**src/source/copper_pkg.sv**
```systemverilog
// Shared types and constants for the display coprocessor
package copper_pkg;

    // Program counter, beam coordinate and data word widths
    localparam int PC_W   = 11;
    localparam int POS_W  = 11;
    localparam int WORD_W = 16;

    // Opcode lives in the top nibble of the first instruction word
    typedef enum logic [3:0] {
        OP_WAIT  = 4'b0000,
        OP_SKIP  = 4'b0010,
        OP_JMP   = 4'b0100,
        OP_MOVER = 4'b1001,
        OP_MOVEF = 4'b1010,
        OP_MOVEP = 4'b1011,
        OP_MOVEC = 4'b1100
    } opcode_t;

    // Fetch sequencer states
    typedef enum logic [2:0] {
        ST_INIT   = 3'b000,
        ST_WAIT   = 3'b001,
        ST_LATCH1 = 3'b010,
        ST_LATCH2 = 3'b011,
        ST_EXEC   = 3'b100
    } fetch_state_t;

    // First word: opcode plus Y position, jump target or move address
    typedef struct packed {
        opcode_t     opcode;
        logic [11:0] operand;
    } insn_hi_t;

    // Second word as seen by WAIT and SKIP
    // flags[0] ignores Y, flags[1] ignores X
    typedef struct packed {
        logic             unused;
        logic [POS_W-1:0] x;
        logic [3:0]       flags;
    } pos_word_t;

    // Second word is either a position or the move payload
    typedef union packed {
        pos_word_t         pos;
        logic [WORD_W-1:0] data;
    } insn_lo_u;

    typedef struct packed {
        insn_hi_t hi;
        insn_lo_u lo;
    } insn_t;

    // Outgoing XR write
    typedef struct packed {
        logic [15:0] addr;
        logic [15:0] data;
    } xr_wr_t;

    // Host load port of the program memory
    typedef struct packed {
        logic              en;
        logic [PC_W-1:0]   addr;
        logic [WORD_W-1:0] data;
    } host_wr_t;

    // How the PC moves after an instruction
    typedef enum logic [1:0] {
        PC_NEXT    = 2'b00,
        PC_SKIP3   = 2'b01,
        PC_JUMP    = 2'b10,
        PC_RESTART = 2'b11
    } pc_op_t;

    typedef struct packed {
        logic            done;
        pc_op_t          op;
        logic [PC_W-1:0] target;
    } exec_result_t;

    // XR address regions reached by the MOVE variants
    localparam logic [15:0] XR_REG_BASE = 16'h0000;
    localparam logic [15:0] TILE_BASE   = 16'h4000;
    localparam logic [15:0] COLOR_BASE  = 16'h8000;
    localparam logic [15:0] COPPER_BASE = 16'hC000;

    // XR register number of the copper control register
    localparam logic [3:0] COPP_CTRL_REG = 4'd1;

endpackage

```
**src/source/copper_fetch.sv**
```systemverilog
`timescale 1ns/1ps

module copper_fetch (
    input  logic                          clk,
    input  logic                          copp_reset,
    input  logic                          enable_i,
    input  logic [copper_pkg::PC_W-1:0]   init_pc_i,
    input  logic                          frame_restart_i,
    input  logic [copper_pkg::WORD_W-1:0] rd_data_i,
    input  copper_pkg::exec_result_t      result_i,
    output logic                          rd_en_o,
    output logic [copper_pkg::PC_W-1:0]   rd_addr_o,
    output copper_pkg::insn_t             insn_o,
    output logic                          exec_valid_o
);

    copper_pkg::fetch_state_t    state_q;
    logic [copper_pkg::PC_W-1:0] pc_q;
    logic                        rd_en_q;
    copper_pkg::insn_t           insn_q;

    // PC and sequencer
    always_ff @(posedge clk) begin
        if (copp_reset) begin
            state_q <= copper_pkg::ST_INIT;
            pc_q    <= '0;
            rd_en_q <= 1'b0;
        end else if (frame_restart_i) begin
            // New frame starts over at the programmed PC
            state_q <= copper_pkg::ST_INIT;
            pc_q    <= init_pc_i;
            rd_en_q <= 1'b0;
        end else if (enable_i) begin
            case (state_q)
                // Only used at frame start or after an illegal opcode
                copper_pkg::ST_INIT: begin
                    rd_en_q <= 1'b1;
                    state_q <= copper_pkg::ST_WAIT;
                end
                // RAM reads the first word, PC moves on to the second
                copper_pkg::ST_WAIT: begin
                    pc_q    <= pc_q + 1'b1;
                    state_q <= copper_pkg::ST_LATCH1;
                end
                copper_pkg::ST_LATCH1: begin
                    state_q <= copper_pkg::ST_LATCH2;
                end
                copper_pkg::ST_LATCH2: begin
                    rd_en_q <= 1'b0;
                    state_q <= copper_pkg::ST_EXEC;
                end
                // Stay here until the executor reports done
                copper_pkg::ST_EXEC: begin
                    if (result_i.done) begin
                        rd_en_q <= 1'b1;
                        state_q <= copper_pkg::ST_WAIT;
                        case (result_i.op)
                            copper_pkg::PC_NEXT:  pc_q <= pc_q + 1'b1;
                            copper_pkg::PC_SKIP3: pc_q <= pc_q + 2'd3;
                            copper_pkg::PC_JUMP:  pc_q <= result_i.target;
                            default: begin
                                // Illegal opcode, step past it and refetch from INIT
                                pc_q    <= pc_q + 1'b1;
                                rd_en_q <= 1'b0;
                                state_q <= copper_pkg::ST_INIT;
                            end
                        endcase
                    end
                end
                default: begin
                    state_q <= copper_pkg::ST_INIT;
                end
            endcase
        end
    end

    // Instruction words, read data is valid one cycle after the address
    always_ff @(posedge clk) begin
        if (enable_i && state_q == copper_pkg::ST_LATCH1) begin
            insn_q.hi <= rd_data_i;
        end
        if (enable_i && state_q == copper_pkg::ST_LATCH2) begin
            insn_q.lo <= rd_data_i;
        end
    end

    assign rd_en_o   = rd_en_q;
    assign rd_addr_o = pc_q;
    assign insn_o    = insn_q;

    // No execution in a restart cycle, the PC is being reloaded
    assign exec_valid_o = enable_i && !frame_restart_i && state_q == copper_pkg::ST_EXEC;

endmodule

```
**config.mk**
```make
export PLATFORM = sky130hd
export DESIGN_NAME = copper_fetch
export DESIGN_NICKNAME = d
export VERILOG_FILES = /design/src/source/copper_pkg.sv /design/src/source/copper_fetch.sv
export SDC_FILE = /design/constraint.sdc
export NUM_CORES = 1
export LEC_CHECK = 0
export BUFFER_PORTS_ARGS = -buffer_cell sky130_fd_sc_hd__buf_2
export CORE_MARGIN = 5
export CORE_UTILIZATION = 46
export CTS_BUF_LIST = sky130_fd_sc_hd__clkbuf_8
export DETAILED_ROUTE_END_ITERATION = 6
export HOLD_SLACK_MARGIN = 0.08
export PLACE_DENSITY = 0.79
export SLEW_MARGIN = 20
export SYNTH_ARGS = -nofsm -noshare
export SYNTH_HDL_FRONTEND = slang
export SYNTH_SLANG_ARGS = --single-unit
```
**constraint.sdc**
```tcl
create_clock -name clk -period 2.9 [get_ports clk]
set_clock_uncertainty 0.1 [all_clocks]
set_input_delay 0 -clock clk [delete_from_list [all_inputs] [get_ports clk]]
set_output_delay 0 -clock clk [all_outputs]
set_load 0.02 [all_outputs]
```
==> out/results.tsv <==
metric	value	unit
fmax	394	MHz
register area share after synthesis	0.542	
first-pass GRT wire length	9670	microns
Core Box Area	0.00482	sq mm
P&R area growth vs syn	43.0	%
Post-synth EDFFs	32	
actual slew at the worst max-slew pin	0.713	ns
DPL Wire Length	3980	microns
CTS tree	done	
PortBufs	89	
Post-Syn Instances	206	
synthesized area per cell	11.3	sq um
normalized max-slew margin	0.524	
top cells by count, synth	edfxtp_1 (32), dfxtp_1 (15), inv_1 (11), o21ai_1 (11), xor2_1 (11)	
H-tree depth	2	
WL final	6170	microns
Synth warnings	0	
crit path launch type	register	
critical path fanouts, max	13	
Fin. Hold Viols	0	
root cell of the clock tree	clkbuf_8	
# DRC	0	
unrepaired setup endpoints after global routing	no	
Clock Sinks	47	
Final Max Tran Viols	0	
Filler cells	373	
Comb pwr share	0.135	
ANT cells	0	
Congestion Overflow GR	0	
Die Span X	81.1	microns
Pwr Density	427	mW/mm^2
clock buffer depth	2	
Met1 Wirelength	2520	microns
status	complete, no violations	
CP max stage cell	dlygate4sd3_1	
cts bufs inserted	5	
GP Congestion	0.823	
Initial Util	0.483	
share of cells above drive strength 1	0.327	
Yosys reg bits	47	
largest net degree at the start of global routing	22	
Clock Power Share	0.336	
Sequential Power Share	0.529	
family with the most delay on the worst path	simple AND/OR/NAND/NOR gates	
io pins	90	
endpoints failing setup	0	
top sig layer	met4	
WL met3	658	microns
Iter 0 DRT Violations	60	
DP Area	0.00281	sq mm
Psw	334	uW
worst min path class	in2reg	
vias in the first global route	1973	
setup TNS	0	ns
CTS clock-pin slew for the worst setup and hold paths	0.08	ns
row cnt	25	
die area	0.00658	sq mm
async set-reset flop share out of synthesis	0	
top-area cell type share of the netlist area	0.413	
Setup Crit Path Kind	reg2reg	
WP buf/inv	1	
Cell Chain, Critical Path	nand2b_1 -> or3_1 -> a221o_1 -> o21ai_1 -> a21oi_1 -> dlygate4sd3_1	
Cell Area, Synth	0.00233	sq mm
Static Leak	1.38	nW
Antenna Violating Nets Remaining	0	
total global-route track usage	0.195	
cell-internal power	1.09	mW
Synth Flop Type	edfxtp_1	
max_cap viols	0	
post-synthesis net count	256	
synth top area cells	edfxtp_1 (41%), dfxtp_1 (13%), xor2_1 (4.1%)	
Required @ worst endpoint	2.98	ns
Critical Path Max Stage Delay	0.58	ns
post-synth top area cell	edfxtp_1	
WP data arrival	2.62	ns
Wirelength per Cell	15.5	microns
Netlist cell types	44	
minimum clock period	2.54	ns
Via density	5.22	
post-route cell area	0.00333	sq mm
Peak VDD IR	274	uV
fin crit share	0.875	
antenna violations before repair	0	
Vert. Die Dim	81.1	microns
Layout Nets	379	
sw frac	0.235	
count leader, synth	edfxtp_1	
Clk Latency, worst-skew pair	0.30	ns
metal2 WL	2910	microns
Crit. End Element	register	
Vias	2071	
First-pass DRT Iterations	4	
## kinds of logic (layout without fill, tap and decap cells)
group	count (synthesis)	in the layout	synth area share
AOI/OAI and AO/OA	57	57	0.178
xor gates and xnor gates	17	17	0.0639
adders and majority gates	5	5	0.0269
buffers and inverters	29	153	0.0580
DFF	47	47	0.542
muxes	2	2	0.00860
and+or+nand+nor	49	49	0.123
## power groups by stage
stage	logic [mW]	clock network, mW	registers, mW
final	0.192	0.478	0.752
after global routing	0.210	0.523	0.756
after CTS	0.190	0.494	0.752
after detailed placement	0.145	0	0.767
after global placement	0.143	0	0.766
after floorplan	0.0825	0	0.768
## registers in the layout, summed over array words and instances (netlist names)
signal and cells:
rd_addr_o 11, insn_o 32, state_q 3, rd_en_o 1
## cells in the final DEF, fill, tap and decap left out, drive strengths merged, types with 2 or more instances in the layout
master,count
a22oi,9
a21oi,9
a221o,3
clkbuf,5
edfxtp,32
nand2b,3
xnor2,6
or3,2
dfxtp,15
o21ai,12
nand3,5
o2111ai,2
inv,13
dlygate4sd3,41
ha,5
o22ai,6
nand4,2
buf,92
nand3b,2
mux2i,2
nor3b,3
nand2,7
a221oi,7
nor2,9
nor3,9
nor4b,3
a31oi,2
xor2,11
## stage by stage
step | hold WS (ns) | setup slack [ns] | total power [mW] | std cells | util
floorplan | -0.00113 | 0.651 | 0.850 | 206 | -
global placement | 0.0890 | 0.991 | 0.910 | 348 | 0.582
detailed placement | 0.0920 | 0.954 | 0.913 | 348 | 0.582
CTS | 0.0946 | 0.402 | 1.44 | 397 | 0.691
global route | 0.117 | 0.125 | 1.49 | 397 | 0.691
finish | 0.0992 | 0.363 | 1.42 | 397 | 0.691
## worst paths after layout
path / start / end / slack (ns) / cells after the start
setup reg to reg: state_q[0] / rd_addr_o[1] / 0.36 / 6
hold reg to reg: rd_en_o / rd_en_o / 0.45 / 2
hold / removal: frame_restart_i / rd_en_o / 0.1 / 2
setup / recovery: state_q[0] / rd_addr_o[1] / 0.36 / 6
## layer usage
layer  track usage  vias up
met2         0.329      105
met5             0        -
met3        0.0477        7
met1         0.246      940
li1              -     1019
met4        0.0642        0
## layout make-up
type,instances,area (sq um),area share
Timing Repair Buffer,133,878,0.264
Sequential cell,47,1260,0.379
Multi-Input combinational cell,130,947,0.284
Tap cell,67,83.8,0.0252
Clock inverter,3,46.3,0.0139
Inverter,12,45.0,0.0135
Clock buffer,5,68.8,0.0207
## timing repair
action / CTS / global route
endpoints found under the setup margin: 0 / 0
endpoints found under the hold margin: 47 / 0
hold buffers: 41 / 0
gates resized for setup: 0 / 0
setup buffers: 0 / 0
No activity file was read; power rests on OpenSTA's default activity.
