[config.mk]
export PLATFORM = sky130hd
export DESIGN_NAME = copper_frame_ctrl
export DESIGN_NICKNAME = d
export VERILOG_FILES = /design/src/source/copper_pkg.sv /design/src/source/copper_frame_ctrl.sv
export SDC_FILE = /design/constraint.sdc
export NUM_CORES = 1
export LEC_CHECK = 0
export ABC_AREA = 1
export BUFFER_PORTS_ARGS = -buffer_cell sky130_fd_sc_hd__buf_2
export CAP_MARGIN = 10
export CORE_UTILIZATION = 39
export CTS_BUF_LIST = sky130_fd_sc_hd__clkbuf_16
export CTS_CLUSTER_SIZE = 20
export DETAILED_ROUTE_END_ITERATION = 8
export GPL_ROUTABILITY_DRIVEN = 0
export PLACE_DENSITY = 0.9
export SLEW_MARGIN = 25
export SYNTH_ARGS = -nofsm -noshare
export SYNTH_HDL_FRONTEND = slang
export SYNTH_SLANG_ARGS = --single-unit
export TNS_END_PERCENT = 10
[constraint.sdc]
create_clock -name clk -period 1.85 [get_ports clk]
set_input_delay 0.0925 -clock clk [delete_from_list [all_inputs] [get_ports clk]]
set_output_delay 0.0925 -clock clk [all_outputs]
set_load 0.01 [all_outputs]
[src/source/copper_pkg.sv]
// Shared types and constants for the display coprocessor
package copper_pkg;

    // Program counter, beam coordinate and data word widths
    localparam int PC_W   = 11;
    localparam int POS_W  = 11;
    localparam int WORD_W = 16;

    // Opcode lives in the top nibble of the first instruction word
    typedef enum logic [3:0] {
        OP_WAIT  = 4'b0000,
        OP_SKIP  = 4'b0010,
        OP_JMP   = 4'b0100,
        OP_MOVER = 4'b1001,
        OP_MOVEF = 4'b1010,
        OP_MOVEP = 4'b1011,
        OP_MOVEC = 4'b1100
    } opcode_t;

    // Fetch sequencer states
    typedef enum logic [2:0] {
        ST_INIT   = 3'b000,
        ST_WAIT   = 3'b001,
        ST_LATCH1 = 3'b010,
        ST_LATCH2 = 3'b011,
        ST_EXEC   = 3'b100
    } fetch_state_t;

    // First word: opcode plus Y position, jump target or move address
    typedef struct packed {
        opcode_t     opcode;
        logic [11:0] operand;
    } insn_hi_t;

    // Second word as seen by WAIT and SKIP
    // flags[0] ignores Y, flags[1] ignores X
    typedef struct packed {
        logic             unused;
        logic [POS_W-1:0] x;
        logic [3:0]       flags;
    } pos_word_t;

    // Second word is either a position or the move payload
    typedef union packed {
        pos_word_t         pos;
        logic [WORD_W-1:0] data;
    } insn_lo_u;

    typedef struct packed {
        insn_hi_t hi;
        insn_lo_u lo;
    } insn_t;

    // Outgoing XR write
    typedef struct packed {
        logic [15:0] addr;
        logic [15:0] data;
    } xr_wr_t;

    // Host load port of the program memory
    typedef struct packed {
        logic              en;
        logic [PC_W-1:0]   addr;
        logic [WORD_W-1:0] data;
    } host_wr_t;

    // How the PC moves after an instruction
    typedef enum logic [1:0] {
        PC_NEXT    = 2'b00,
        PC_SKIP3   = 2'b01,
        PC_JUMP    = 2'b10,
        PC_RESTART = 2'b11
    } pc_op_t;

    typedef struct packed {
        logic            done;
        pc_op_t          op;
        logic [PC_W-1:0] target;
    } exec_result_t;

    // XR address regions reached by the MOVE variants
    localparam logic [15:0] XR_REG_BASE = 16'h0000;
    localparam logic [15:0] TILE_BASE   = 16'h4000;
    localparam logic [15:0] COLOR_BASE  = 16'h8000;
    localparam logic [15:0] COPPER_BASE = 16'hC000;

    // XR register number of the copper control register
    localparam logic [3:0] COPP_CTRL_REG = 4'd1;

endpackage

[src/source/copper_frame_ctrl.sv]
`timescale 1ns/1ps

module copper_frame_ctrl #(
    parameter int H_TOTAL = 800,
    parameter int V_TOTAL = 525
) (
    input  logic                              clk,
    input  logic                              copp_reset,
    input  logic                              ctrl_wr_i,
    input  logic [3:0]                        ctrl_num_i,
    input  logic [copper_pkg::WORD_W-1:0]     ctrl_data_i,
    input  logic [copper_pkg::POS_W-1:0]      h_count_i,
    input  logic [copper_pkg::POS_W-1:0]      v_count_i,
    output logic                              enable_o,
    output logic [copper_pkg::PC_W-1:0]       init_pc_o,
    output logic                              frame_restart_o
);

    // Position of the restart pulse, a few pixels before the frame wraps
    localparam logic [copper_pkg::POS_W-1:0] RESTART_H = copper_pkg::POS_W'(H_TOTAL - 5);
    localparam logic [copper_pkg::POS_W-1:0] RESTART_V = copper_pkg::POS_W'(V_TOTAL - 1);

    logic                        enable_q;
    logic [copper_pkg::PC_W-1:0] init_pc_q;

    // Control register
    // Bit 15 enables, bits 10:0 give the initial PC, bits 14:11 are dropped
    always_ff @(posedge clk) begin
        if (copp_reset) begin
            enable_q  <= 1'b0;
            init_pc_q <= '0;
        end else if (ctrl_wr_i && ctrl_num_i == copper_pkg::COPP_CTRL_REG) begin
            enable_q  <= ctrl_data_i[15];
            init_pc_q <= ctrl_data_i[copper_pkg::PC_W-1:0];
        end
    end

    assign enable_o  = enable_q;
    assign init_pc_o = init_pc_q;

    // One cycle pulse on the last line, so the first fetch is done before the new frame
    assign frame_restart_o = (h_count_i == RESTART_H) && (v_count_i == RESTART_V);

endmodule

==> key figures, run 1 <==
Outcome
  • Status: finished with violations
  • Failing checks: DRC

Timing
  • Actual slew at the worst max-slew pin: 0.463 ns
  • Slew HR: 0.691
  • Clock Skews: 0 ns
  • Fin crit period: 0.795 ns
  • Maximum clock rate: 1.26 GHz
  • Final WS setup: 1.05 ns
  • Final slew viol count: 0
  • RSZ-0062 raised after global routing: false
  • TNS Setup: 0 ns
  • Fin crit share: 0.430
  • Final hold vios: 0
  • Setup violators final: 0

Synth
  • Gate Count Post-Synth: 111
  • Netlist Area Pre-Place: 674 sq um
  • Synthesized net count: 156
  • Synth cell types: 12
  • Synthesis-stage register bit count: 12
  • Sequential-to-total area share from yosys stat: 0.356
  • Syn Area/Cell: 6.08 sq um
  • Synth Warn #: 0

CTS
  • Clk_lat worst skew: 0.24 ns
  • CTS tree: yes
  • Max Root-Sink Buffers: 2
  • Clock sink total: 12
  • Post-CTS Setup Bufs: 0
  • Number of buffers created by CTS: 3
  • Cts hold-fix bufs: 0
  • H-Tree Depth: 1
  • Resized Gates After CTS: 0
  • Clock root buffer master: clkbuf_16
  • Reg clk slew, reported paths: 0.04 ns

Setup path
  • Reg2reg setup slack: 1.27 ns
  • WP data arrival: 0.70 ns
  • Reg-to-Reg End: init_pc_o[9]$_SDFFE_PP0P_
  • Setup crit start kind: register
  • Worst setup path end: init_pc_o[6]
  • Stages on the worst setup path: 1
  • Setup CP Type: reg -> out
  • CP endpoint kind: output port
  • Family with the most delay on the worst path: flip-flops
  • CP max stage delay: 0.33 ns
  • Reg2reg start: init_pc_o[9]$_SDFFE_PP0P_
  • Critical-path top delay cell: dfxtp_1
  • Crit Path Max Fanout: 2
  • Worst path required time: 1.76 ns
  • Crit path launch: init_pc_o[6]$_SDFFE_PP0P_
  • Buf/Inv on CP: 1
  • R2r worst-path depth: 2
  • Worst path cell trace: buf_2

Power and ir drop
  • Pwr dens: 754 nW/um^2
  • P_leak: 0.604 nW
  • Max rail drop VDD: 0.000327 V

Floorplanning
  • Initial core utilization: 0.433
  • Core Area: 1560 sq um
  • Die Height: 43.6 microns
  • Number of I/O pins: 58
  • Chip Width: 43.6 microns
  • Rows: 14
  • Full die area: 1900 sq um

Finish
  • Inserted Diodes: 0
  • Layout area overhead: 50.3%
  • Finished Layout Cells: 180
  • Share of layout cells above drive strength 1: 0.366
  • Core Util, Final: 0.650
  • Fin area: 1010 sq um
  • Most common cell after layout, fill and taps aside: buf_2
  • Commonest cells after routing, fill and taps aside: 53 x buf_2, 36 x nor2_1, 22 x inv_1
  • Number of fill cells: 147
  • Final nets: 210

Job
  • MaxCap Viol Count: 0

GRT
  • Total grt overflow: 0
  • Initial antenna violation count: 0
  • Vias in the first global route: 683
  • Gr usage total: 0.185
  • First-pass GRT wire length: 2.59 mm
  • Largest net degree at the start of global routing: 14

Placement
  • Hpwl dp: 1.23 mm
  • Placed cells: 176
  • Placed instance area: 935 sq um
  • Port Buffers: 53
  • Place WS: 0.876 ns

Min path
  • Class of the worst hold path: in -> reg
  • Hold Path Depth: 5

Routing
  • Routed vias/inst: 4.63
  • Starting DRT DRC Count: 14
  • Total wire length: 1.62 mm
  • DR vias: 834
  • Average wire per standard cell: 8.98 microns
  • Drt pass-1 iters: 6
  • Antenna viol nets, final: 0
  • Post-route DRC violation count: 3
==> final cells by class <==
cell class | count | area (sq um) | share of cell area
clock inverters | 1 | 3.75 | 0.00370
well taps | 16 | 20.0 | 0.0198
clock buffers | 3 | 75.1 | 0.0741
inverters | 22 | 82.6 | 0.0815
repair buffers | 54 | 273 | 0.269
multi-input cells | 72 | 319 | 0.315
flip-flops and latches | 12 | 240 | 0.237
==> worst min path at each step <==
stage                              start                   endpoint  slack, ns
after detailed placement  ctrl_data_i[7]  init_pc_o[7]$_SDFFE_PP0P_       0.43
after floorplan               copp_reset      enable_o$_SDFFE_PP0P_       0.26
after global placement    ctrl_data_i[7]  init_pc_o[7]$_SDFFE_PP0P_       0.41
after global routing      ctrl_data_i[9]  init_pc_o[9]$_SDFFE_PP0P_       0.19
final                     ctrl_data_i[3]  init_pc_o[3]$_SDFFE_PP0P_       0.18
after CTS                 ctrl_data_i[3]  init_pc_o[3]$_SDFFE_PP0P_       0.19
==> cell usage after synthesis (all sizes together) <==
cell / count / area share
buf: 5 / 0.048
dfxtp: 12 / 0.36
inv: 22 / 0.12
nand2: 20 / 0.11
nand3: 1 / 0.015
nand4: 13 / 0.12
nor2: 38 / 0.23
==> flip-flops by register name, summed over array words and instances (netlist names) <==
name,count
init_pc_o,11
enable_o,1
==> worst reg2reg max path: cells and delay by family, from the launching register on <==
kind / cells / cell delay [ns]
DFF: 1 / 0.31
and+or+nand+nor: 2 / 0.18
==> metal layers <==
layer	routed length, microns	GRT usage	up-vias
met4	25	0.113	0
met2	777	0.325	53
met5	0	0	-
met3	165	0.0250	4
li1	-	-	440
met1	648	0.210	337
==> per-stage QoR <==
| stage | hold WS [ns] | power, mW |
|---|---|---|
| final | 0.181 | 0.764 |
| after global routing | 0.195 | 0.795 |
| after CTS | 0.185 | 0.770 |
| after detailed placement | 0.428 | 0.375 |
| after global placement | 0.414 | 0.372 |
| after floorplan | 0.259 | 0.322 |
==> cell families (layout without fill, tap and decap cells) <==
kind of cell           count (synthesis)  in the layout  synth area share
and+or+nand+nor                       72             72             0.473
buffers and inverters                 27             80             0.171
DFF                                   12             12             0.356
==> power breakdown <==
group          total [mW]  leakage, nW  switching, mW  internal (mW)
Sequential          0.268       0.0971        0.00257          0.265
Clock               0.394       0.0385          0.109          0.284
Combinational       0.102        0.468         0.0521         0.0502
No activity file was read; power rests on OpenSTA's default activity.
==> run 2, diff against run 1 <==
- ABC_AREA: 1 -> 0
- CORE_UTILIZATION: 39 -> 35
- PLACE_DENSITY: 0.9 -> 0.85
- clock period: 1.85 -> 0.8 ns (I/O delays scaled with it)
==> run 2 against run 1 <==
Effect of this change: the flow finishes with violations (DRC, setup timing); highest routed layer unchanged; combinational power increased by 130%; design area rose by 5.6%; flip-flop and latch count unchanged; critical path depth rose by 4; power increased by 130%; global-route usage increased by 1.1 points.
==> key figures, run 2 <==
Floorplanning
  • Initial core utilization: 0.390 (-0.0429)
  • Chip Width: 43.9 microns (+0.71%)
  • Die Height: 43.9 microns (+0.71%)
  • Number of I/O pins: 58 (unchanged)
  • Full die area: 1930 sq um (+1.4%)
  • Core Area: 1580 sq um (+1.1%)
  • Rows: 14 (unchanged)

Synth
  • Synth cell types: 13 (+1)
  • Netlist Area Pre-Place: 614 sq um (-8.9%)
  • Gate Count Post-Synth: 62 (-44%)
  • Top cells by count, synth: 24 x nand2b_1, 12 x dfxtp_1, 12 x mux2i_1
  • Synthesis-stage register bit count: 12 (unchanged)
  • Syn Area/Cell: 9.91 sq um (+63%)
  • Synth Warn #: 0 (unchanged)
  • Most common cell in the netlist: nand2b_1
  • Synthesized net count: 107 (-31%)
  • Top FF cell, synth: dfxtp_1
  • Fraction of registers with async set/reset: 0 (unchanged)
  • Number of synthesized flops with an enable pin: 0 (unchanged)
  • Leading area contributor after synthesis: dfxtp_1
  • Synth area leaders: dfxtp_1 39%, nand2b_1 24%, mux2i_1 20%, nor4b_1 4.3%, nor4_4 3.5%
  • Yosys top cell area share: 0.391 (+0.0348)
  • Sequential-to-total area share from yosys stat: 0.391 (+0.0348)

GRT
  • Largest net degree at the start of global routing: 25 (+11)
  • Total grt overflow: 0 (unchanged)
  • Vias in the first global route: 656 (-4.0%)
  • First-pass GRT wire length: 2.62 mm (+1.1%)
  • Initial antenna violation count: 0 (unchanged)
  • Gr usage total: 0.196 (+0.0105)

Timing
  • Fin crit period: 0.957 ns
  • Final slew viol count: 0 (unchanged)
  • Final WS setup: -0.157 ns (-1.21 ns)
  • Actual slew at the worst max-slew pin: 0.275 ns (-0.188 ns)
  • Maximum clock rate: 1.05 GHz
  • Setup violators final: 1 (+1)
  • RSZ-0062 raised after global routing: true
  • Final hold vios: 0 (unchanged)
  • Fin crit share: 1.20
  • Min Hold Slack: 0.0587 ns (-0.122 ns)
  • Slew HR: 0.817 (+0.126)
  • Clock Skews: 0 ns (unchanged)

Finish
  • Most common cell after layout, fill and taps aside: buf_2
  • Commonest cells after routing, fill and taps aside: 47 x buf_2, 24 x nand2b_1, 12 x mux2i_1, 12 x dfxtp_1, 6 x buf_6
  • Max FFs per register: 11 (unchanged)
  • Final nets: 163 (-22%)
  • Fin area: 1070 sq um (+5.6%)
  • Inserted Diodes: 0 (unchanged)
  • Finished Layout Cells: 132 (-27%)
  • Share of layout cells above drive strength 1: 0.543 (+0.177)
  • Layout area overhead: 74.1%

Setup path
  • CP endpoint kind: output port
  • Reg2reg setup slack: 0.15 ns (-1.12 ns)
  • Reg-to-Reg End: init_pc_o[0]$_SDFFE_PP0P_
  • CP max stage delay: 0.26 ns (-0.07 ns)
  • Setup crit start kind: input port
  • Crit Path Max Fanout: 1 (-1)
  • Reg2reg start: init_pc_o[0]$_SDFFE_PP0P_
  • Worst path required time: 0.76 ns (-1.00 ns)
  • Crit path launch: h_count_i[2]
  • Setup CP Type: in -> out
  • Family with the most delay on the worst path: simple AND/OR/NAND/NOR gates
  • Critical-path top delay cell: nor4bb_4
  • Buf/Inv on CP: 2 (+1)
  • Stages on the worst setup path: 5 (+4)
  • Worst path cell trace: buf_6 -> nor4bb_4 -> nand2_1 -> nor3_2 -> buf_2
  • R2r worst-path depth: 2 (unchanged)
  • WP data arrival: 0.92 ns (+0.22 ns)
  • Worst setup path end: frame_restart_o

CTS
  • H-Tree Depth: 1 (unchanged)
  • Number of buffers created by CTS: 3 (unchanged)
  • Clk_lat worst skew: 0.24 ns (about the same)
  • Clock root buffer master: clkbuf_16
  • Reg clk slew, reported paths: 0.04 ns (about the same)
  • Max Root-Sink Buffers: 2 (unchanged)
  • CTS tree: yes
  • Clock sink total: 12 (unchanged)

Power and ir drop
  • Pwr dens: 1630 nW/um^2 (+120%)
  • P_leak: 0.491 nW (-19%)
  • Max rail drop VDD: 0.00121 V (+270%)

Placement
  • Port Buffers: 53 (unchanged)
  • Placed cells: 129 (-27%)
  • Hpwl dp: 1.12 mm (-9.1%)
  • Place WS: -0.148 ns (-1.02 ns)
  • Placed instance area: 901 sq um (-3.6%)

Job
  • MaxCap Viol Count: 0 (unchanged)

Outcome
  • Failing checks: DRC, setup timing
  • Status: finished with violations

Routing
  • DR vias: 656 (-21%)
  • Total wire length: 1.93 mm (+19%)
  • Drt pass-1 iters: 8 (+2)
  • Average wire per standard cell: 14.6 microns (+63%)
  • Post-route DRC violation count: 2 (-1)
  • Starting DRT DRC Count: 20 (+6)
  • Antenna viol nets, final: 0 (unchanged)
  • Routed vias/inst: 4.97 (+7.3%)

Min path
  • Class of the worst hold path: in -> reg
-- run 2: timing repair --
item | CTS | global route
hold buffers | 0 | 0
setup buffers | 0 | 0
gates resized for setup | 7 | 7
pin swaps | 6 | 5
gates cloned | 0 | 0
setup endpoints to repair | 1 | 1
-- run 2: cells by family (layout without fill, tap and decap cells) --
| group | count (synthesis) | in the layout | synth area share |
|---|---|---|---|
| simple gates | 35 | 35 | 0.383 |
| flops | 12 | 12 | 0.391 |
| buf+inv | 3 | 57 | 0.0306 |
| mux | 12 | 12 | 0.196 |
-- run 2: area by class of cell --
class | count | area [sq um]
Clock buffer | 3 | 75.1
Fill cell | 129 | 507
Multi-Input combinational cell | 47 | 412
Sequential cell | 12 | 240
Tap cell | 16 | 20.0
Timing Repair Buffer | 54 | 323
-- run 2: worst min-delay path by stage --
stage	depth (start not counted)	end	startpoint
CTS	3	init_pc_o[7]$_SDFFE_PP0P_	ctrl_data_i[7]
global placement	3	init_pc_o[9]$_SDFFE_PP0P_	ctrl_data_i[9]
finish	3	init_pc_o[7]$_SDFFE_PP0P_	ctrl_data_i[7]
global route	3	init_pc_o[1]$_SDFFE_PP0P_	ctrl_data_i[1]
detailed placement	3	init_pc_o[9]$_SDFFE_PP0P_	ctrl_data_i[9]
floorplan	2	frame_restart_o	v_count_i[2]
-- run 2: layer usage --
layer  global-route usage  wire length [microns]  part of all wire  vias to the layer above
met2                0.337                   1080              0.56                       27
li1                     -                      -                 -                      318
met4                0.170                     73             0.038                        0
met5                    0                      0                 0                        -
met3               0.0792                    128             0.066                        6
met1                0.175                    648              0.34                      305
-- run 2: where the power goes --
group	total [mW]	internal [mW]	switching (mW)
sequential	0.612	0.608	0.00368
clock	0.894	0.649	0.245
combinational	0.235	0.146	0.0890
total	1.74	1.40	0.338
-- run 2: stage by stage --
step / power, mW / setup TNS (ns) / util
6_report: 1.74 / -0.157 / 0.679
3_3_place_gp: 0.799 / -1.34 / 0.571
5_1_grt: 1.80 / -0.198 / 0.679
4_1_cts: 1.72 / -0.0540 / 0.647
3_5_place_dp: 0.805 / -1.74 / 0.571
2_1_floorplan: 0.691 / -0.268 / -
-- run 2: worst min-delay path: cells and delay by family --
kind                   cells  cell delay [ns]
AND/OR/NAND/NOR            1             0.05
buffers and inverters      1             0.09
multiplexers               1             0.06
==> run 3, diff against run 2 <==
- clock period: 0.8 -> 0.9 ns (I/O delays scaled with it)
==> run 3 against run 2 <==
Effect of this change: the flow still finishes with violations (DRC, setup timing); clock power is 9.8% lower; critical path depth unchanged; utilization decreased by 2.9 points; worst hold slack gained 0.0076 ns; clock-buffer cell count is the same; combinational power down 23%; register-to-register slack improved by 0.15 ns; power down 12%; die area did not move; largest cell class unchanged; wire length fell by 19%; clock skew did not move.
==> key figures, run 3 (synthesis gave the netlist of run 2 again) <==
Setup path
  • Crit Path Max Fanout: 1 (unchanged)
  • Setup crit start kind: input port
  • WP data arrival: 0.87 ns (-0.05 ns)
  • CP endpoint kind: output port
  • Setup CP Type: in -> out
  • Worst path required time: 0.85 ns (+0.09 ns)

Timing
  • Final WS setup: -0.0157 ns (+0.141 ns)
  • TNS Setup: -0.0157 ns (+0.141 ns)
  • Clock Skews: 0 ns (unchanged)
  • Fin crit period: 0.916 ns
  • Fin crit share: 1.02
  • Final hold vios: 0 (unchanged)
  • Slew HR: 0.812 (-0.00473)
  • Maximum clock rate: 1.09 GHz
  • Setup violators final: 1 (unchanged)
  • Actual slew at the worst max-slew pin: 0.280 ns (+0.00500 ns)
  • RSZ-0062 raised after global routing: true
  • Final slew viol count: 0 (unchanged)

CTS
  • CTS tree: yes
  • Post-CTS Setup Bufs: 0 (unchanged)
  • Clk_lat worst skew: 0.24 ns (about the same)
  • H-Tree Depth: 1 (unchanged)
  • Clock root buffer master: clkbuf_16
  • Reg clk slew, reported paths: 0.04 ns (about the same)
  • Clock sink total: 12 (unchanged)
  • Number of buffers created by CTS: 3 (unchanged)
  • Cts hold-fix bufs: 0 (unchanged)
  • Max Root-Sink Buffers: 2 (unchanged)

GRT
  • Gr usage total: 0.169 (-0.0268)
  • Vias in the first global route: 591 (-9.9%)
  • Total grt overflow: 0 (unchanged)
  • Largest net degree at the start of global routing: 25 (unchanged)
  • First-pass GRT wire length: 2.40 mm (-8.4%)
  • Initial antenna violation count: 0 (unchanged)

Routing
  • Post-route DRC violation count: 1 (-1)
  • Starting DRT DRC Count: 6 (-70%)
  • Antenna viol nets, final: 0 (unchanged)
  • Total wire length: 1.57 mm (-19%)
  • DR vias: 624 (-4.9%)
  • Average wire per standard cell: 11.8 microns (-19%)
  • Drt pass-1 iters: 7 (-1)
  • Routed vias/inst: 4.69 (-5.6%)

Floorplanning
  • Core Area: 1580 sq um (unchanged)
  • Full die area: 1930 sq um (unchanged)
  • Initial core utilization: 0.390 (unchanged)
  • Rows: 14 (unchanged)
  • Chip Width: 43.9 microns (unchanged)
  • Die Height: 43.9 microns (unchanged)
  • Number of I/O pins: 58 (unchanged)

Finish
  • Commonest cells after routing, fill and taps aside: 51 x buf_2, 24 x nand2b_1, 12 x mux2i_1, 12 x dfxtp_1, 3 x clkbuf_16
  • Inserted Diodes: 0 (unchanged)
  • Most common cell after layout, fill and taps aside: buf_2
  • Final nets: 163 (unchanged)
  • Max FFs per register: 11 (unchanged)
  • Number of fill cells: 136 (+5.4%)
  • Share of layout cells above drive strength 1: 0.530 (-0.0132)
  • Finished Layout Cells: 133 (+0.76%)
  • Layout area overhead: 66.8%

Power and ir drop
  • Logic pwr share: 0.118 (-0.017)
  • Clock Power Share: 0.527 (+0.013)
  • Reg power frac: 0.355 (+0.003)
  • Pwr dens: 1490 nW/um^2 (-8.3%)
  • Int Pwr: 1.24 mW (-12%)
  • Net Switching: 0.293 mW (-13%)
  • Sw Ratio: 0.192 (-0.00228)
  • Max rail drop VDD: 0.000958 V (-21%)
  • P_leak: 0.470 nW (-4.3%)

Job
  • MaxCap Viol Count: 0 (unchanged)

Outcome
  • Failing checks: DRC, setup timing
  • Status: finished with violations

Placement
  • Hpwl dp: 1.15 mm (+2.4%)
  • Placed cells: 129 (unchanged)
  • Port Buffers: 53 (unchanged)

Min path
  • Class of the worst hold path: in -> reg
## run 3: changes by cell type in the layout (fill, tap and decap cells not counted), sizes merged
cell and delta:
clkinv +1
## run 3: per-layer routing
| layer | global-route usage | wire (microns) | up-vias |
|---|---|---|---|
| met5 | 0 | 0 | - |
| met4 | 0.121 | 7 | 0 |
| met3 | 0.0417 | 95 | 2 |
| met2 | 0.296 | 929 | 22 |
| met1 | 0.174 | 540 | 278 |
| li1 | - | - | 322 |
## run 3: repair_timing
item,4_1_cts,5_1_grt
endpoints found under the setup margin,1,1
resized for setup,3,5
endpoints found under the hold margin,0,0
pin swaps,1,4
## run 3: stage by stage
| stage | utilization | total power, mW | hold slack [ns] | worst slack (ns) | area, sq um |
|---|---|---|---|---|---|
| after floorplan | - | 0.615 | 0.200 | 0.0682 | 614 |
| after global placement | 0.571 | 0.710 | 0.306 | -0.0153 | 901 |
| after detailed placement | 0.571 | 0.716 | 0.315 | -0.0988 | 901 |
| after CTS | 0.633 | 1.54 | 0.0648 | 0.000661 | 997 |
| after global routing | 0.650 | 1.59 | 0.0750 | -0.0899 | 1020 |
| final | 0.650 | 1.53 | 0.0663 | -0.0157 | 1020 |
## run 3: final timing paths
path	from	to	slack [ns]	cells past startpoint
worst max-delay path	v_count_i[8]	frame_restart_o	-0.02	5
worst min-delay path	ctrl_data_i[4]	init_pc_o[4]$_SDFFE_PP0P_	0.07	3
worst max register to register	init_pc_o[5]$_SDFFE_PP0P_	init_pc_o[5]$_SDFFE_PP0P_	0.30	2
worst min register to register	init_pc_o[2]$_SDFFE_PP0P_	init_pc_o[2]$_SDFFE_PP0P_	0.46	2
## run 3: power by group through the flow
| stage | logic, mW | clock network (mW) | registers [mW] |
|---|---|---|---|
| 2_1_floorplan | 0.0582 | 0 | 0.556 |
| 3_3_place_gp | 0.157 | 0 | 0.553 |
| 3_5_place_dp | 0.163 | 0 | 0.553 |
| 4_1_cts | 0.168 | 0.828 | 0.543 |
| 5_1_grt | 0.199 | 0.852 | 0.543 |
| 6_report | 0.181 | 0.806 | 0.544 |
## run 3: critical path, stage by stage
cell	delay, ns
buf_6	0.10
nor4b_4	0.26
nand4_1	0.12
nor3_2	0.19
buf_2	0.15
## run 3: layout make-up
cell class / instances / area [sq um] / share of cell area
clock inverters: 1 / 3.75 / 0.00366
clock buffers: 3 / 75.1 / 0.0733
well taps: 16 / 20.0 / 0.0195
repair buffers: 54 / 298 / 0.291
flip-flops and latches: 12 / 240 / 0.234
multi-input cells: 47 / 388 / 0.379
