[src/source/copper_pkg.sv]
// Shared types and constants for the display coprocessor
package copper_pkg;

    // Program counter, beam coordinate and data word widths
    localparam int PC_W   = 11;
    localparam int POS_W  = 11;
    localparam int WORD_W = 16;

    // Opcode lives in the top nibble of the first instruction word
    typedef enum logic [3:0] {
        OP_WAIT  = 4'b0000,
        OP_SKIP  = 4'b0010,
        OP_JMP   = 4'b0100,
        OP_MOVER = 4'b1001,
        OP_MOVEF = 4'b1010,
        OP_MOVEP = 4'b1011,
        OP_MOVEC = 4'b1100
    } opcode_t;

    // Fetch sequencer states
    typedef enum logic [2:0] {
        ST_INIT   = 3'b000,
        ST_WAIT   = 3'b001,
        ST_LATCH1 = 3'b010,
        ST_LATCH2 = 3'b011,
        ST_EXEC   = 3'b100
    } fetch_state_t;

    // First word: opcode plus Y position, jump target or move address
    typedef struct packed {
        opcode_t     opcode;
        logic [11:0] operand;
    } insn_hi_t;

    // Second word as seen by WAIT and SKIP
    // flags[0] ignores Y, flags[1] ignores X
    typedef struct packed {
        logic             unused;
        logic [POS_W-1:0] x;
        logic [3:0]       flags;
    } pos_word_t;

    // Second word is either a position or the move payload
    typedef union packed {
        pos_word_t         pos;
        logic [WORD_W-1:0] data;
    } insn_lo_u;

    typedef struct packed {
        insn_hi_t hi;
        insn_lo_u lo;
    } insn_t;

    // Outgoing XR write
    typedef struct packed {
        logic [15:0] addr;
        logic [15:0] data;
    } xr_wr_t;

    // Host load port of the program memory
    typedef struct packed {
        logic              en;
        logic [PC_W-1:0]   addr;
        logic [WORD_W-1:0] data;
    } host_wr_t;

    // How the PC moves after an instruction
    typedef enum logic [1:0] {
        PC_NEXT    = 2'b00,
        PC_SKIP3   = 2'b01,
        PC_JUMP    = 2'b10,
        PC_RESTART = 2'b11
    } pc_op_t;

    typedef struct packed {
        logic            done;
        pc_op_t          op;
        logic [PC_W-1:0] target;
    } exec_result_t;

    // XR address regions reached by the MOVE variants
    localparam logic [15:0] XR_REG_BASE = 16'h0000;
    localparam logic [15:0] TILE_BASE   = 16'h4000;
    localparam logic [15:0] COLOR_BASE  = 16'h8000;
    localparam logic [15:0] COPPER_BASE = 16'hC000;

    // XR register number of the copper control register
    localparam logic [3:0] COPP_CTRL_REG = 4'd1;

endpackage

[src/source/copper_exec.sv]
`timescale 1ns/1ps

module copper_exec (
    input  logic                         clk,
    input  logic                         copp_reset,
    input  logic                         exec_valid_i,
    input  copper_pkg::insn_t            insn_i,
    input  logic [copper_pkg::POS_W-1:0] h_count_i,
    input  logic [copper_pkg::POS_W-1:0] v_count_i,
    input  logic                         xr_ack_i,
    output copper_pkg::exec_result_t     result_o,
    output copper_pkg::xr_wr_t           xr_wr_o,
    output logic                         xr_req_o
);

    logic        ignore_x;
    logic        ignore_y;
    logic        pos_hit;
    logic        is_move;
    logic        start_wr;
    logic [15:0] wr_addr;

    // Handshake state
    logic               req_q;
    logic               hs_busy_q;
    copper_pkg::xr_wr_t xr_wr_q;

    // Position compare, lower word read as X plus flags
    assign ignore_y = insn_i.lo.pos.flags[0];
    assign ignore_x = insn_i.lo.pos.flags[1];
    assign pos_hit  = (ignore_x || h_count_i >= insn_i.lo.pos.x) &&
                      (ignore_y || v_count_i >= insn_i.hi.operand[copper_pkg::POS_W-1:0]);

    // Decode
    always_comb begin
        result_o.done   = 1'b1;
        result_o.op     = copper_pkg::PC_NEXT;
        result_o.target = insn_i.hi.operand[copper_pkg::PC_W-1:0];
        is_move         = 1'b0;
        wr_addr         = copper_pkg::XR_REG_BASE;
        case (insn_i.hi.opcode)
            copper_pkg::OP_WAIT: begin
                // Both coordinates ignored waits out the frame
                result_o.done = pos_hit && !(ignore_x && ignore_y);
            end
            copper_pkg::OP_SKIP: begin
                // Jump over the next two-word instruction
                if (pos_hit) begin
                    result_o.op = copper_pkg::PC_SKIP3;
                end
            end
            copper_pkg::OP_JMP: begin
                result_o.op = copper_pkg::PC_JUMP;
            end
            copper_pkg::OP_MOVER: begin
                is_move = 1'b1;
                wr_addr = copper_pkg::XR_REG_BASE | {8'h00, insn_i.hi.operand[7:0]};
            end
            copper_pkg::OP_MOVEF: begin
                is_move = 1'b1;
                wr_addr = copper_pkg::TILE_BASE | {4'h0, insn_i.hi.operand[11:0]};
            end
            copper_pkg::OP_MOVEP: begin
                is_move = 1'b1;
                wr_addr = copper_pkg::COLOR_BASE | {8'h00, insn_i.hi.operand[7:0]};
            end
            copper_pkg::OP_MOVEC: begin
                is_move = 1'b1;
                wr_addr = copper_pkg::COPPER_BASE | {5'h00, insn_i.hi.operand[10:0]};
            end
            default: begin
                result_o.op = copper_pkg::PC_RESTART;
            end
        endcase
        // A MOVE stalls while the previous write is still in its handshake
        if (is_move) begin
            result_o.done = !hs_busy_q;
        end
    end

    assign start_wr = exec_valid_i && is_move && !hs_busy_q;

    // Four-phase req/ack
    // busy stays set from req rising until ack has dropped again
    always_ff @(posedge clk) begin
        if (copp_reset) begin
            req_q     <= 1'b0;
            hs_busy_q <= 1'b0;
        end else if (start_wr) begin
            req_q     <= 1'b1;
            hs_busy_q <= 1'b1;
        end else if (req_q && xr_ack_i) begin
            req_q <= 1'b0;
        end else if (hs_busy_q && !req_q && !xr_ack_i) begin
            hs_busy_q <= 1'b0;
        end
    end

    // Address and data held stable for the whole handshake
    always_ff @(posedge clk) begin
        if (start_wr) begin
            xr_wr_q.addr <= wr_addr;
            xr_wr_q.data <= insn_i.lo.data;
        end
    end

    assign xr_req_o = req_q;
    assign xr_wr_o  = xr_wr_q;

endmodule

[config.mk]
export PLATFORM = sky130hd
export DESIGN_NAME = copper_exec
export DESIGN_NICKNAME = d
export VERILOG_FILES = /design/src/source/copper_pkg.sv /design/src/source/copper_exec.sv
export SDC_FILE = /design/constraint.sdc
export NUM_CORES = 1
export LEC_CHECK = 0
export BUFFER_PORTS_ARGS = -buffer_cell sky130_fd_sc_hd__buf_2
export CORE_ASPECT_RATIO = 1.5
export CORE_MARGIN = 2
export CORE_UTILIZATION = 44
export DETAILED_ROUTE_END_ITERATION = 8
export GPL_TIMING_DRIVEN = 0
export PLACE_DENSITY_LB_ADDON = 0.08
export SYNTH_ARGS = -nofsm -noshare
export SYNTH_HDL_FRONTEND = slang
export SYNTH_SLANG_ARGS = --single-unit
[constraint.sdc]
create_clock -name clk -period 2.5 [get_ports clk]
set_input_delay 0.5 -clock clk [delete_from_list [all_inputs] [get_ports clk]]
set_output_delay 0.5 -clock clk [all_outputs]
set_load 0.02 [all_outputs]
==> run summary, run 1 <==
• outcome: finished, final reports clean
• Yosys warning total: 0
• Ant. Diodes: 0
• die extent in y: 83.9 um
• peak clock frequency supported by timing: 0.405 GHz
• clock slew at the register clock pins of the worst setup and hold paths: 60 ps
• Max-Slew Margin vs Limit: 57.9%
• number of DRC markers after the initial detailed-route iteration: 37
• initial antenna violation count: 0
• worst endpoint required time: 2000 ps
• data arrival time at the worst-slack endpoint: 1970 ps
• total wirelength of the detailed-routed design: 3860 um
• final standard cell count with taps included and fillers excluded: 323
• peak supply drop: 0.384 mV
• share of post-route cells with drive strength above 1: 49.8%
• Boundary Pins: 105
• TritonCTS clock tree: done
• Via density: 4.85
• initial cell density of the core: 44.8%
• startpoint class of the critical path: primary input
• setup skew after layout: 8.90 ps
• period utilization: 98.7%
• endpoint of the most critical register-to-register path: xr_wr_o[26]$_DFFE_PP_
• area added between synthesis and finish: 40.1%
• Die Wd: 57.2 um
• register area share after synthesis: 50.3%
• post-layout min period: 2470 ps
• Placed Cells incl. Taps: 314
• vias after detailed routing: 1568
• core outline area: 4170 sq um
• Hold WC Path Type: in -> reg
• DR WL/cell: 12.0 um
• final hold violation count: 0
• number of max-capacitance violations reported: 0
• Hold Path Stages: 2
• total power after layout: 1.38 mW
• Antenna Nets Post-Route: 0
• source of the worst register-to-register timing path: hs_busy_q$_SDFFE_PP0P_
• DP HPWL: 3090 um
• Cell Pwr Density: 526 nW/um^2
• number of CTS-inserted buffers: 5
• number of pins exceeding their max-slew limit in the final report: 0
• depth of the most critical reg-to-reg path: 2
• area of the mapped netlist: 1870 sq um
• final setup violating endpoints: 0
• slew at the pin closest to its max-slew limit: 631 ps
• Longest Clk Path Bufs: 2
• H-tree Lvls: 2
• Synth Area per Inst: 11.3 sq um
• wire length of the first global-routing pass: 6380 um
• hold path start: copp_reset
• floorplan row count: 29
• RSZ-0062 raised after global routing: yes
• First-pass DRT Iterations: 4
• worst-path fanout max: 3
• post-synthesis instance total: 166
• Filler Cells Inserted: 356
• flop and latch count out of synthesis: 32
• Register-to-Register Setup Slack: 940 ps
• DRC viols: 0
• crit path capture type: primary output
• worst-case hold path end point: hs_busy_q$_SDFFE_PP0P_
• P_leak: 1.29 nW
• global-route total usage across every layer: 17.1%
• CTS Hold Bufs: 0
• most common library cell in the layout ignoring fill and taps: buf_2
• leftover overflow at the end of global routing: 0
• pin count of the biggest net entering global routing: 31
• Post-layout nets: 356
• number of clock sinks: 32
• Die ar.: 4800 sq um
• final estimated routing congestion in global placement: 0.760
• commonest cells after routing, fill and taps aside: buf_2 (99), edfxtp_1 (30), inv_1 (22)
• Netlist cell types: 37
• clock insertion delay at the later pin of the skew report: 280 ps
• cell chosen for the clock root: clkbuf_8
• via count of the first global-routing pass: 1531
• path type of the worst setup path: in -> out
• IO buf count: 101
==> flip-flops by register name, summed over array words and instances, names as in the netlist <==
signal	count
xr_wr_o	30
xr_req_o	1
hs_busy_q	1
==> critical path: stages <==
cell and delay (ps):
buf_2 90, inv_1 60, ha_4 270, a211oi_2 60, nand2_1 100, nor2_1 60
o41a_1 450, o31ai_2 190, buf_4 180
==> how the worst max path moves through the flow <==
stage	endpoint	from	slack [ps]	depth (start not counted)
floorplan	result_o[13]	insn_i[14]	90	7
global placement	xr_wr_o[26]$_DFFE_PP_	insn_i[29]	-220	6
detailed placement	xr_wr_o[15]$_DFFE_PP_	insn_i[29]	-230	6
CTS	result_o[13]	insn_i[14]	9	9
global route	result_o[13]	insn_i[18]	-60	9
finish	result_o[13]	insn_i[14]	30	9
==> layout make-up <==
class	count	area [sq um]	share of cell area [%]
Sequential cell	32	941	35.9
Multi-Input combinational cell	96	791	30.2
Timing Repair Buffer	102	524	20.0
Buffer	15	106	4.06
Inverter	24	93.8	3.58
Clock buffer	5	68.8	2.63
Tap cell	46	57.6	2.20
Clock inverter	3	37.5	1.43
==> routing by layer <==
metal	track usage, %	wire (um)	vias to the layer above
li1	-	-	792
met1	18.6	1420	701
met2	30.1	2050	69
met3	5.74	332	6
met4	6.34	63	0
met5	0	0	-
==> per-stage QoR <==
stage	hold WS (ps)	setup WS (ps)	cell area, sq um	TNS, ps	util [%]
finish	395	33.0	2620	0	62.8
global route	381	-58.2	2620	-103	62.8
CTS	387	9.22	2560	0	61.3
detailed placement	472	-234	2440	-7100	58.4
global placement	465	-220	2440	-6640	58.4
floorplan	456	93.4	1870	0	-
==> cells in the mapped netlist, drive strengths merged <==
| cell | instances | share of area, % |
|---|---|---|
| a22o | 1 | 0.47 |
| a31oi | 1 | 0.33 |
| o41ai | 1 | 0.47 |
| mux2 | 1 | 0.60 |
| buf | 14 | 5.5 |
| nand2b | 3 | 1.0 |
| conb | 1 | 0.20 |
| nor2b | 3 | 1.0 |
| o41a | 1 | 0.60 |
| clkbuf | 1 | 0.20 |
| edfxtp | 30 | 48 |
| nor3 | 2 | 0.54 |
| dfxtp | 2 | 2.1 |
| nand4 | 1 | 0.33 |
| a211oi | 4 | 1.6 |
| nor4 | 1 | 0.33 |
| and2 | 4 | 1.5 |
| inv | 24 | 4.8 |
| nand3 | 1 | 0.27 |
| and3 | 9 | 3.0 |
| xnor2 | 2 | 1.3 |
| a22oi | 1 | 0.40 |
| nor2 | 7 | 1.8 |
| ha | 22 | 15 |
| o31ai | 1 | 0.67 |
| nor3b | 1 | 0.67 |
| nand3b | 1 | 0.40 |
| a211o | 1 | 0.47 |
| nand2 | 7 | 1.4 |
| a21o | 2 | 0.80 |
| o21ai | 7 | 1.9 |
| a21oi | 9 | 2.4 |
==> what timing repair did <==
item,in CTS,in global routing
buffers inserted,1,0
pin swaps,3,6
resized for setup,2,12
setup endpoints to repair,2,32
==> cell families (layout without fill, tap and decap cells) <==
family | count (synthesis) | count (layout) | share of synthesized area, %
simple gates | 40 | 40 | 12.2
buf+inv | 39 | 149 | 10.5
flops | 32 | 32 | 50.3
compound gates | 29 | 29 | 10.1
fa+ha+maj | 22 | 22 | 14.7
xor+xnor | 2 | 2 | 1.34
other cells | 1 | 2 | 0.200
mux | 1 | 1 | 0.602
==> power breakdown <==
part | leakage, nW | internal, mW | switching [mW] | total, mW
sequential | 0.284 | 0.612 | 0.00495 | 0.617
combinational | 0.951 | 0.130 | 0.160 | 0.290
clock | 0.0532 | 0.290 | 0.182 | 0.472
No activity file was read; power rests on OpenSTA's default activity.
==> run 2: changes to the inputs <==
--- a/config.mk
+++ b/config.mk
@@ -11,7 +11,7 @@
 export CORE_UTILIZATION = 44
 export DETAILED_ROUTE_END_ITERATION = 8
 export GPL_TIMING_DRIVEN = 0
-export PLACE_DENSITY_LB_ADDON = 0.08
+export PLACE_DENSITY = 0.82
 export SYNTH_ARGS = -nofsm -noshare
 export SYNTH_HDL_FRONTEND = slang
 export SYNTH_SLANG_ARGS = --single-unit
==> run 2 against run 1 <==
Compared with the run above: register-to-register slack worse by 30 ps; critical path type unchanged; clock power is 1% higher; worst hold slack better by 2.3 ps; first-iteration DRC count shrank 43%; cell count unchanged; sequential power about the same; combinational power grew 19%; setup slack better by 50 ps; utilization grew 4.7 points; highest routed layer unchanged; clock skew fell by 3.3 ps; cell area is 7.5% higher.
==> run summary, run 2 (synthesis results as in run 1) <==
• outcome: finished, final reports clean
• TritonCTS clock tree: done
• DRC viols: 0, unchanged
• vias after detailed routing: 1608, +2.6%
• CTS Hold Bufs: 0, unchanged
• H-tree Lvls: 2, unchanged
• P_leak: 1.31 nW, +2.1%
• total wirelength of the detailed-routed design: 4470 um, +16%
• fraction of power consumed by the clock network: 33.2%, -1.0 points
• IO buf count: 101, unchanged
• final hold violation count: 0, unchanged
• share of power burned in combinational logic: 24.0%, +3.0 points
• DR WL/cell: 13.9 um, +16%
• Boundary Pins: 105, unchanged
• worst-path fanout max: 2, -1
• area taken by multi-input logic gates: 935 sq um, +18%
• number of pins exceeding their max-slew limit in the final report: 0, unchanged
• cell chosen for the clock root: clkbuf_8
• Max-Slew Margin vs Limit: 56.4%, -1.5 points
• Longest Clk Path Bufs: 2, unchanged
• max FFs per register: 30, unchanged
• period utilization: 96.7%, -2.0 points
• leftover overflow at the end of global routing: 0, unchanged
• Via density: 4.98, +2.6%
• Int Power: 1.07 mW, +3.6%
• First-pass DRT Iterations: 4, unchanged
• DP HPWL: 3360 um, +8.9%
• Cell Pwr Density: 511 nW/um^2, -2.8%
• Hold WC Path Type: in -> reg
• most common library cell in the layout ignoring fill and taps: buf_2
• final setup violating endpoints: 0, unchanged
• Worst Hold Margin: 398 ps, +2.28 ps
• global-route total usage across every layer: 17.9%, +0.72 points
• worst endpoint required time: 2000 ps, about the same
• Setup TNS: 0 ps, unchanged
• CP Cell Sequence: buf_2 > ha_4 > and3_4 > nor2_1 > o41a_1 > o31ai_2 > buf_4
• library cell contributing the largest single delay on the critical path: o41a_1
• final estimated routing congestion in global placement: 0.748, -1.6%
• slew at the pin closest to its max-slew limit: 653 ps, +21.7 ps
• path type of the worst setup path: in -> out
• number of clock sinks: 32, unchanged
• share of post-route cells with drive strength above 1: 59.6%, +9.7 points
• FF/Latch Area: 941 sq um, unchanged
• post-layout min period: 2420 ps, -50.0 ps
• startpoint class of the critical path: primary input
• Post-layout nets: 356, unchanged
• number of DRC markers after the initial detailed-route iteration: 21, -43%
• net switching power of the design: 0.373 mW, +7.5%
• Die ar.: 4800 sq um, unchanged
• data arrival time at the worst-slack endpoint: 1920 ps, -50 ps
• number of CTS-inserted buffers: 5, unchanged
• clock slew at the register clock pins of the worst setup and hold paths: 70 ps, about the same
• worst slack, placed: -223 ps, +11.4 ps
• initial antenna violation count: 0, unchanged
• setup skew after layout: 5.56 ps, -3.35 ps
• smallest setup slack after layout: 83.0 ps, +50.0 ps
• total power after layout: 1.44 mW, +4.6%
• peak supply drop: 0.403 mV, +5.0%
• final standard cell count with taps included and fillers excluded: 323, unchanged
• Antenna Nets Post-Route: 0, unchanged
• Die Wd: 57.2 um, unchanged
• crit path capture type: primary output
• Seq pwr share: 42.8%, -1.9 points
• Ant. Diodes: 0, unchanged
• peak clock frequency supported by timing: 0.414 GHz, +2.1%
• pin count of the biggest net entering global routing: 31, unchanged
• area added between synthesis and finish: 50.6%
• wire length of the first global-routing pass: 6640 um, +4.0%
• via count of the first global-routing pass: 1529, -0.13%
• Filler Cells Inserted: 334, -6.2%
• die extent in y: 83.9 um, unchanged
• Placed Cells incl. Taps: 314, unchanged
• initial cell density of the core: 44.8%, unchanged
• commonest cells after routing, fill and taps aside: buf_2 (90), edfxtp_1 (30), buf_4 (17)
• core outline area: 4170 sq um, unchanged
• floorplan row count: 29, unchanged
• number of max-capacitance violations reported: 0, unchanged
• clock insertion delay at the later pin of the skew report: 270 ps, about the same
• max incr delay on CP: 400 ps, -50 ps
• switching share of power: 25.9%, +0.70 points
-- run 2: cell types whose count changed in the layout (fill, tap and decap cells not counted), sizes merged --
cell    change
clkbuf      +1
clkinv      -1
-- run 2: path summary, 6_finish.rpt --
check / slack, ps / endpoint / depth (start not counted) / from
worst max-delay path: 80 / result_o[13] / 7 / h_count_i[9]
worst min-delay path: 400 / hs_busy_q$_SDFFE_PP0P_ / 2 / copp_reset
worst max register to register: 910 / xr_wr_o[24]$_DFFE_PP_ / 2 / hs_busy_q$_SDFFE_PP0P_
worst min register to register: 490 / hs_busy_q$_SDFFE_PP0P_ / 2 / hs_busy_q$_SDFFE_PP0P_
-- run 2: cell type report --
class / instances / area share (%)
plain buffers: 15 / 3.77
clock buffers: 6 / 2.58
clock inverters: 2 / 1.24
inverters: 24 / 3.33
multi-input cells: 96 / 33.2
flip-flops and latches: 32 / 33.4
well taps: 46 / 2.04
repair buffers: 102 / 20.5
-- run 2: power by group through the flow --
stage          combinational, mW  clock, mW  sequential [mW]
5_1_grt                    0.377      0.519            0.618
2_1_floorplan              0.141          0            0.656
6_report                   0.346      0.478            0.617
3_3_place_gp               0.269          0            0.627
4_1_cts                    0.293      0.490            0.617
3_5_place_dp               0.280          0            0.629
-- run 2: stage by stage --
stage,cell area [sq um],utilization [%]
finish,2820,67.5
global route,2820,67.5
CTS,2600,62.4
detailed placement,2440,58.4
global placement,2440,58.4
floorplan,1870,-
-- run 2: worst max-delay path, delay by kind of cell --
| family | cells | cell delay [ps] |
|---|---|---|
| AO/OA/AOI/OAI | 2 | 650 |
| adder cells (fa/ha/maj) | 1 | 260 |
| buffers and inverters | 2 | 280 |
| AND/OR/NAND/NOR | 2 | 220 |
-- run 2: repair_timing --
| item | CTS | global route |
|---|---|---|
| setup buffers | 1 | 0 |
| hold endpoints to repair | 0 | 0 |
| pin swaps | 7 | 23 |
| setup endpoints to repair | 2 | 32 |
| gates resized for setup | 10 | 43 |
-- run 2: per-layer routing --
| layer | part of all wire [%] | track usage [%] | wire [um] |
|---|---|---|---|
| met3 | 4.7 | 3.88 | 211 |
| met2 | 57 | 34.1 | 2570 |
| met1 | 36 | 18.3 | 1600 |
| met4 | 2.2 | 6.34 | 97 |
| met5 | 0 | 0 | 0 |
==> run 3: changes to the inputs <==
--- a/config.mk
+++ b/config.mk
@@ -11,6 +11,7 @@
 export CORE_UTILIZATION = 44
 export DETAILED_ROUTE_END_ITERATION = 8
 export GPL_TIMING_DRIVEN = 0
+export MAX_ROUTING_LAYER = met4
 export PLACE_DENSITY = 0.82
 export SYNTH_ARGS = -nofsm -noshare
 export SYNTH_HDL_FRONTEND = slang
==> run 3 against run 2 <==
Compared with the run above: die area is the same; setup slack worse by 2.2 ps; flip-flop and latch count is the same; routed wire length rose by 0.22%; register-to-register slack about the same; count of clock-buffer cells in the layout is the same; worst hold slack is essentially flat; combinational power is essentially flat; largest power group unchanged; cell area about the same; sequential share of layout area hardly changed; cell count did not move.
==> run summary, run 3 (synthesis results as in run 1) <==
• final standard cell count with taps included and fillers excluded: 323, unchanged
• Hold WC Path Type: in -> reg
• Register-to-Register Setup Slack: 900 ps, about the same
• DRC viols: 0, unchanged
• DP HPWL: 3360 um, unchanged
• path type of the worst setup path: in -> out
• number of max-capacitance violations reported: 0, unchanged
• slew at the pin closest to its max-slew limit: 661 ps, +8.61 ps
• die extent in y: 83.9 um, unchanged
• Via density: 5.01, +0.62%
• H-tree Lvls: 2, unchanged
• worst-case hold path end point: xr_wr_o[14]$_DFFE_PP_
• global-route total usage across every layer: 18.3%, +0.46 points
• max FFs per register: 30, unchanged
• Die ar.: 4800 sq um, unchanged
• worst-path fanout max: 2, unchanged
• cell chosen for the clock root: clkbuf_8
• hold path start: insn_i[14]
• setup skew after layout: 5.08 ps, -0.474 ps
• number of pins exceeding their max-slew limit in the final report: 0, unchanged
• Cell Pwr Density: 512 nW/um^2, about the same
• Longest Clk Path Bufs: 2, unchanged
• peak supply drop: 0.404 mV, +0.11%
• data arrival time at the worst-slack endpoint: 1920 ps, about the same
• First-pass DRT Iterations: 4, unchanged
• pin count of the biggest net entering global routing: 31, unchanged
• clock insertion delay at the later pin of the skew report: 270 ps, about the same
• area added between synthesis and finish: 50.5%, about the same
• final hold violation count: 0, unchanged
• wire length of the first global-routing pass: 6630 um, -0.11%
• vias after detailed routing: 1618, +0.62%
• clock slew at the register clock pins of the worst setup and hold paths: 70 ps, about the same
• source of the worst register-to-register timing path: hs_busy_q$_SDFFE_PP0P_
• total power after layout: 1.44 mW, about the same
• Hold Path Stages: 1, -1
• worst slack, placed: -223 ps, unchanged
• Die Wd: 57.2 um, unchanged
• core outline area: 4170 sq um, unchanged
• Boundary Pins: 105, unchanged
• Post-layout nets: 356, unchanged
• final setup violating endpoints: 0, unchanged
• total wirelength of the detailed-routed design: 4480 um, +0.22%
• post-layout min period: 2420 ps, +2.25 ps
• CP Cell Sequence: buf_2 > ha_4 > nand2_1 > o21ai_2 > a21oi_2 > o41a_1 > o31ai_2 > buf_4
• Setup TNS: 0 ps, unchanged
• share of post-route cells with drive strength above 1: 59.2%, -0.36 points
• number of CTS-inserted buffers: 5, unchanged
• Placed Cells incl. Taps: 314, unchanged
• dpl cell area: 2440 sq um, unchanged
• endpoint of the most critical register-to-register path: xr_wr_o[19]$_DFFE_PP_
• Antenna Nets Post-Route: 0, unchanged
• DR WL/cell: 13.9 um, +0.22%
• outcome: finished, final reports clean
• final estimated routing congestion in global placement: 0.758, +1.3%
• area of all placed cells without fillers: 2820 sq um, about the same
• Max-Slew Margin vs Limit: 55.8%, -0.58 points
• startpoint class of the critical path: primary input
• commonest cells after routing, fill and taps aside: buf_2 (90), edfxtp_1 (30), buf_4 (17)
• IO buf count: 101, unchanged
• library cell contributing the largest single delay on the critical path: o41a_1
• TritonCTS clock tree: done
• number of clock sinks: 32, unchanged
• P_leak: 1.31 nW, about the same
• crit path capture type: primary output
• via count of the first global-routing pass: 1531, +0.13%
• initial antenna violation count: 0, unchanged
• Worst Hold Margin: 397 ps, -0.196 ps
• floorplan row count: 29, unchanged
• Ant. Diodes: 0, unchanged
• worst endpoint required time: 2000 ps, about the same
• depth of the most critical reg-to-reg path: 2, unchanged
• number of DRC markers after the initial detailed-route iteration: 31, +48%
• initial cell density of the core: 44.8%, unchanged
• period utilization: 96.8%, about the same
• smallest setup slack after layout: 80.8 ps, -2.25 ps
• peak clock frequency supported by timing: 0.413 GHz, about the same
• leftover overflow at the end of global routing: 0, unchanged
• max incr delay on CP: 350 ps, -50 ps
• final core occ: 67.5%, about the same
• most common library cell in the layout ignoring fill and taps: buf_2
[run 3: cell counts in the layout (fill, tap and decap cells not counted)]
Identical to the previous run, type by type.
[run 3: power by group]
part	total [mW]	leakage [nW]	internal (mW)	switching, mW
clock network	0.479	0.0552	0.296	0.184
logic	0.344	0.976	0.160	0.184
registers	0.617	0.284	0.612	0.00493
total	1.44	1.31	1.07	0.373
[run 3: final cells by class]
class	count	area, sq um
buffer	15	106
clock buffer	6	72.6
clock inverter	2	35.0
fill	336	1360
inverter	24	93.8
multi-input combinational	96	932
sequential	32	941
tap	46	57.6
timing repair buffer	102	577
[run 3: metal layers]
metal / global-route usage, % / vias up / routed length (um)
li1: - / 795 / -
met1: 18.6 / 747 / 1620
met2: 33.9 / 64 / 2530
met3: 3.57 / 12 / 194
met4: 6.34 / 0 / 141
met5: - / - / 0
[run 3: critical path, delay by kind of cell]
family	cells	cell delay, ps
AOI/OAI and AO/OA	4	820
adders and majority gates	1	250
buffers and inverters	2	290
and+or+nand+nor	1	60
[run 3: worst max-delay path by stage]
stage | from | endpoint | slack, ps | cells after the start
floorplan | insn_i[14] | result_o[13] | 90 | 7
global placement | insn_i[29] | xr_wr_o[25]$_DFFE_PP_ | -110 | 6
detailed placement | insn_i[29] | xr_wr_o[2]$_DFFE_PP_ | -220 | 6
CTS | insn_i[6] | result_o[11] | 8 | 9
global route | v_count_i[4] | result_o[13] | -2 | 8
finish | v_count_i[1] | result_o[13] | 80 | 8
[run 3: timing repair]
item | CTS | global route
cloned | 0 | 0
setup endpoints to repair | 2 | 32
buffers inserted | 1 | 0
pin swaps | 7 | 23
hold buffers | 0 | 0
gates resized for setup | 10 | 42
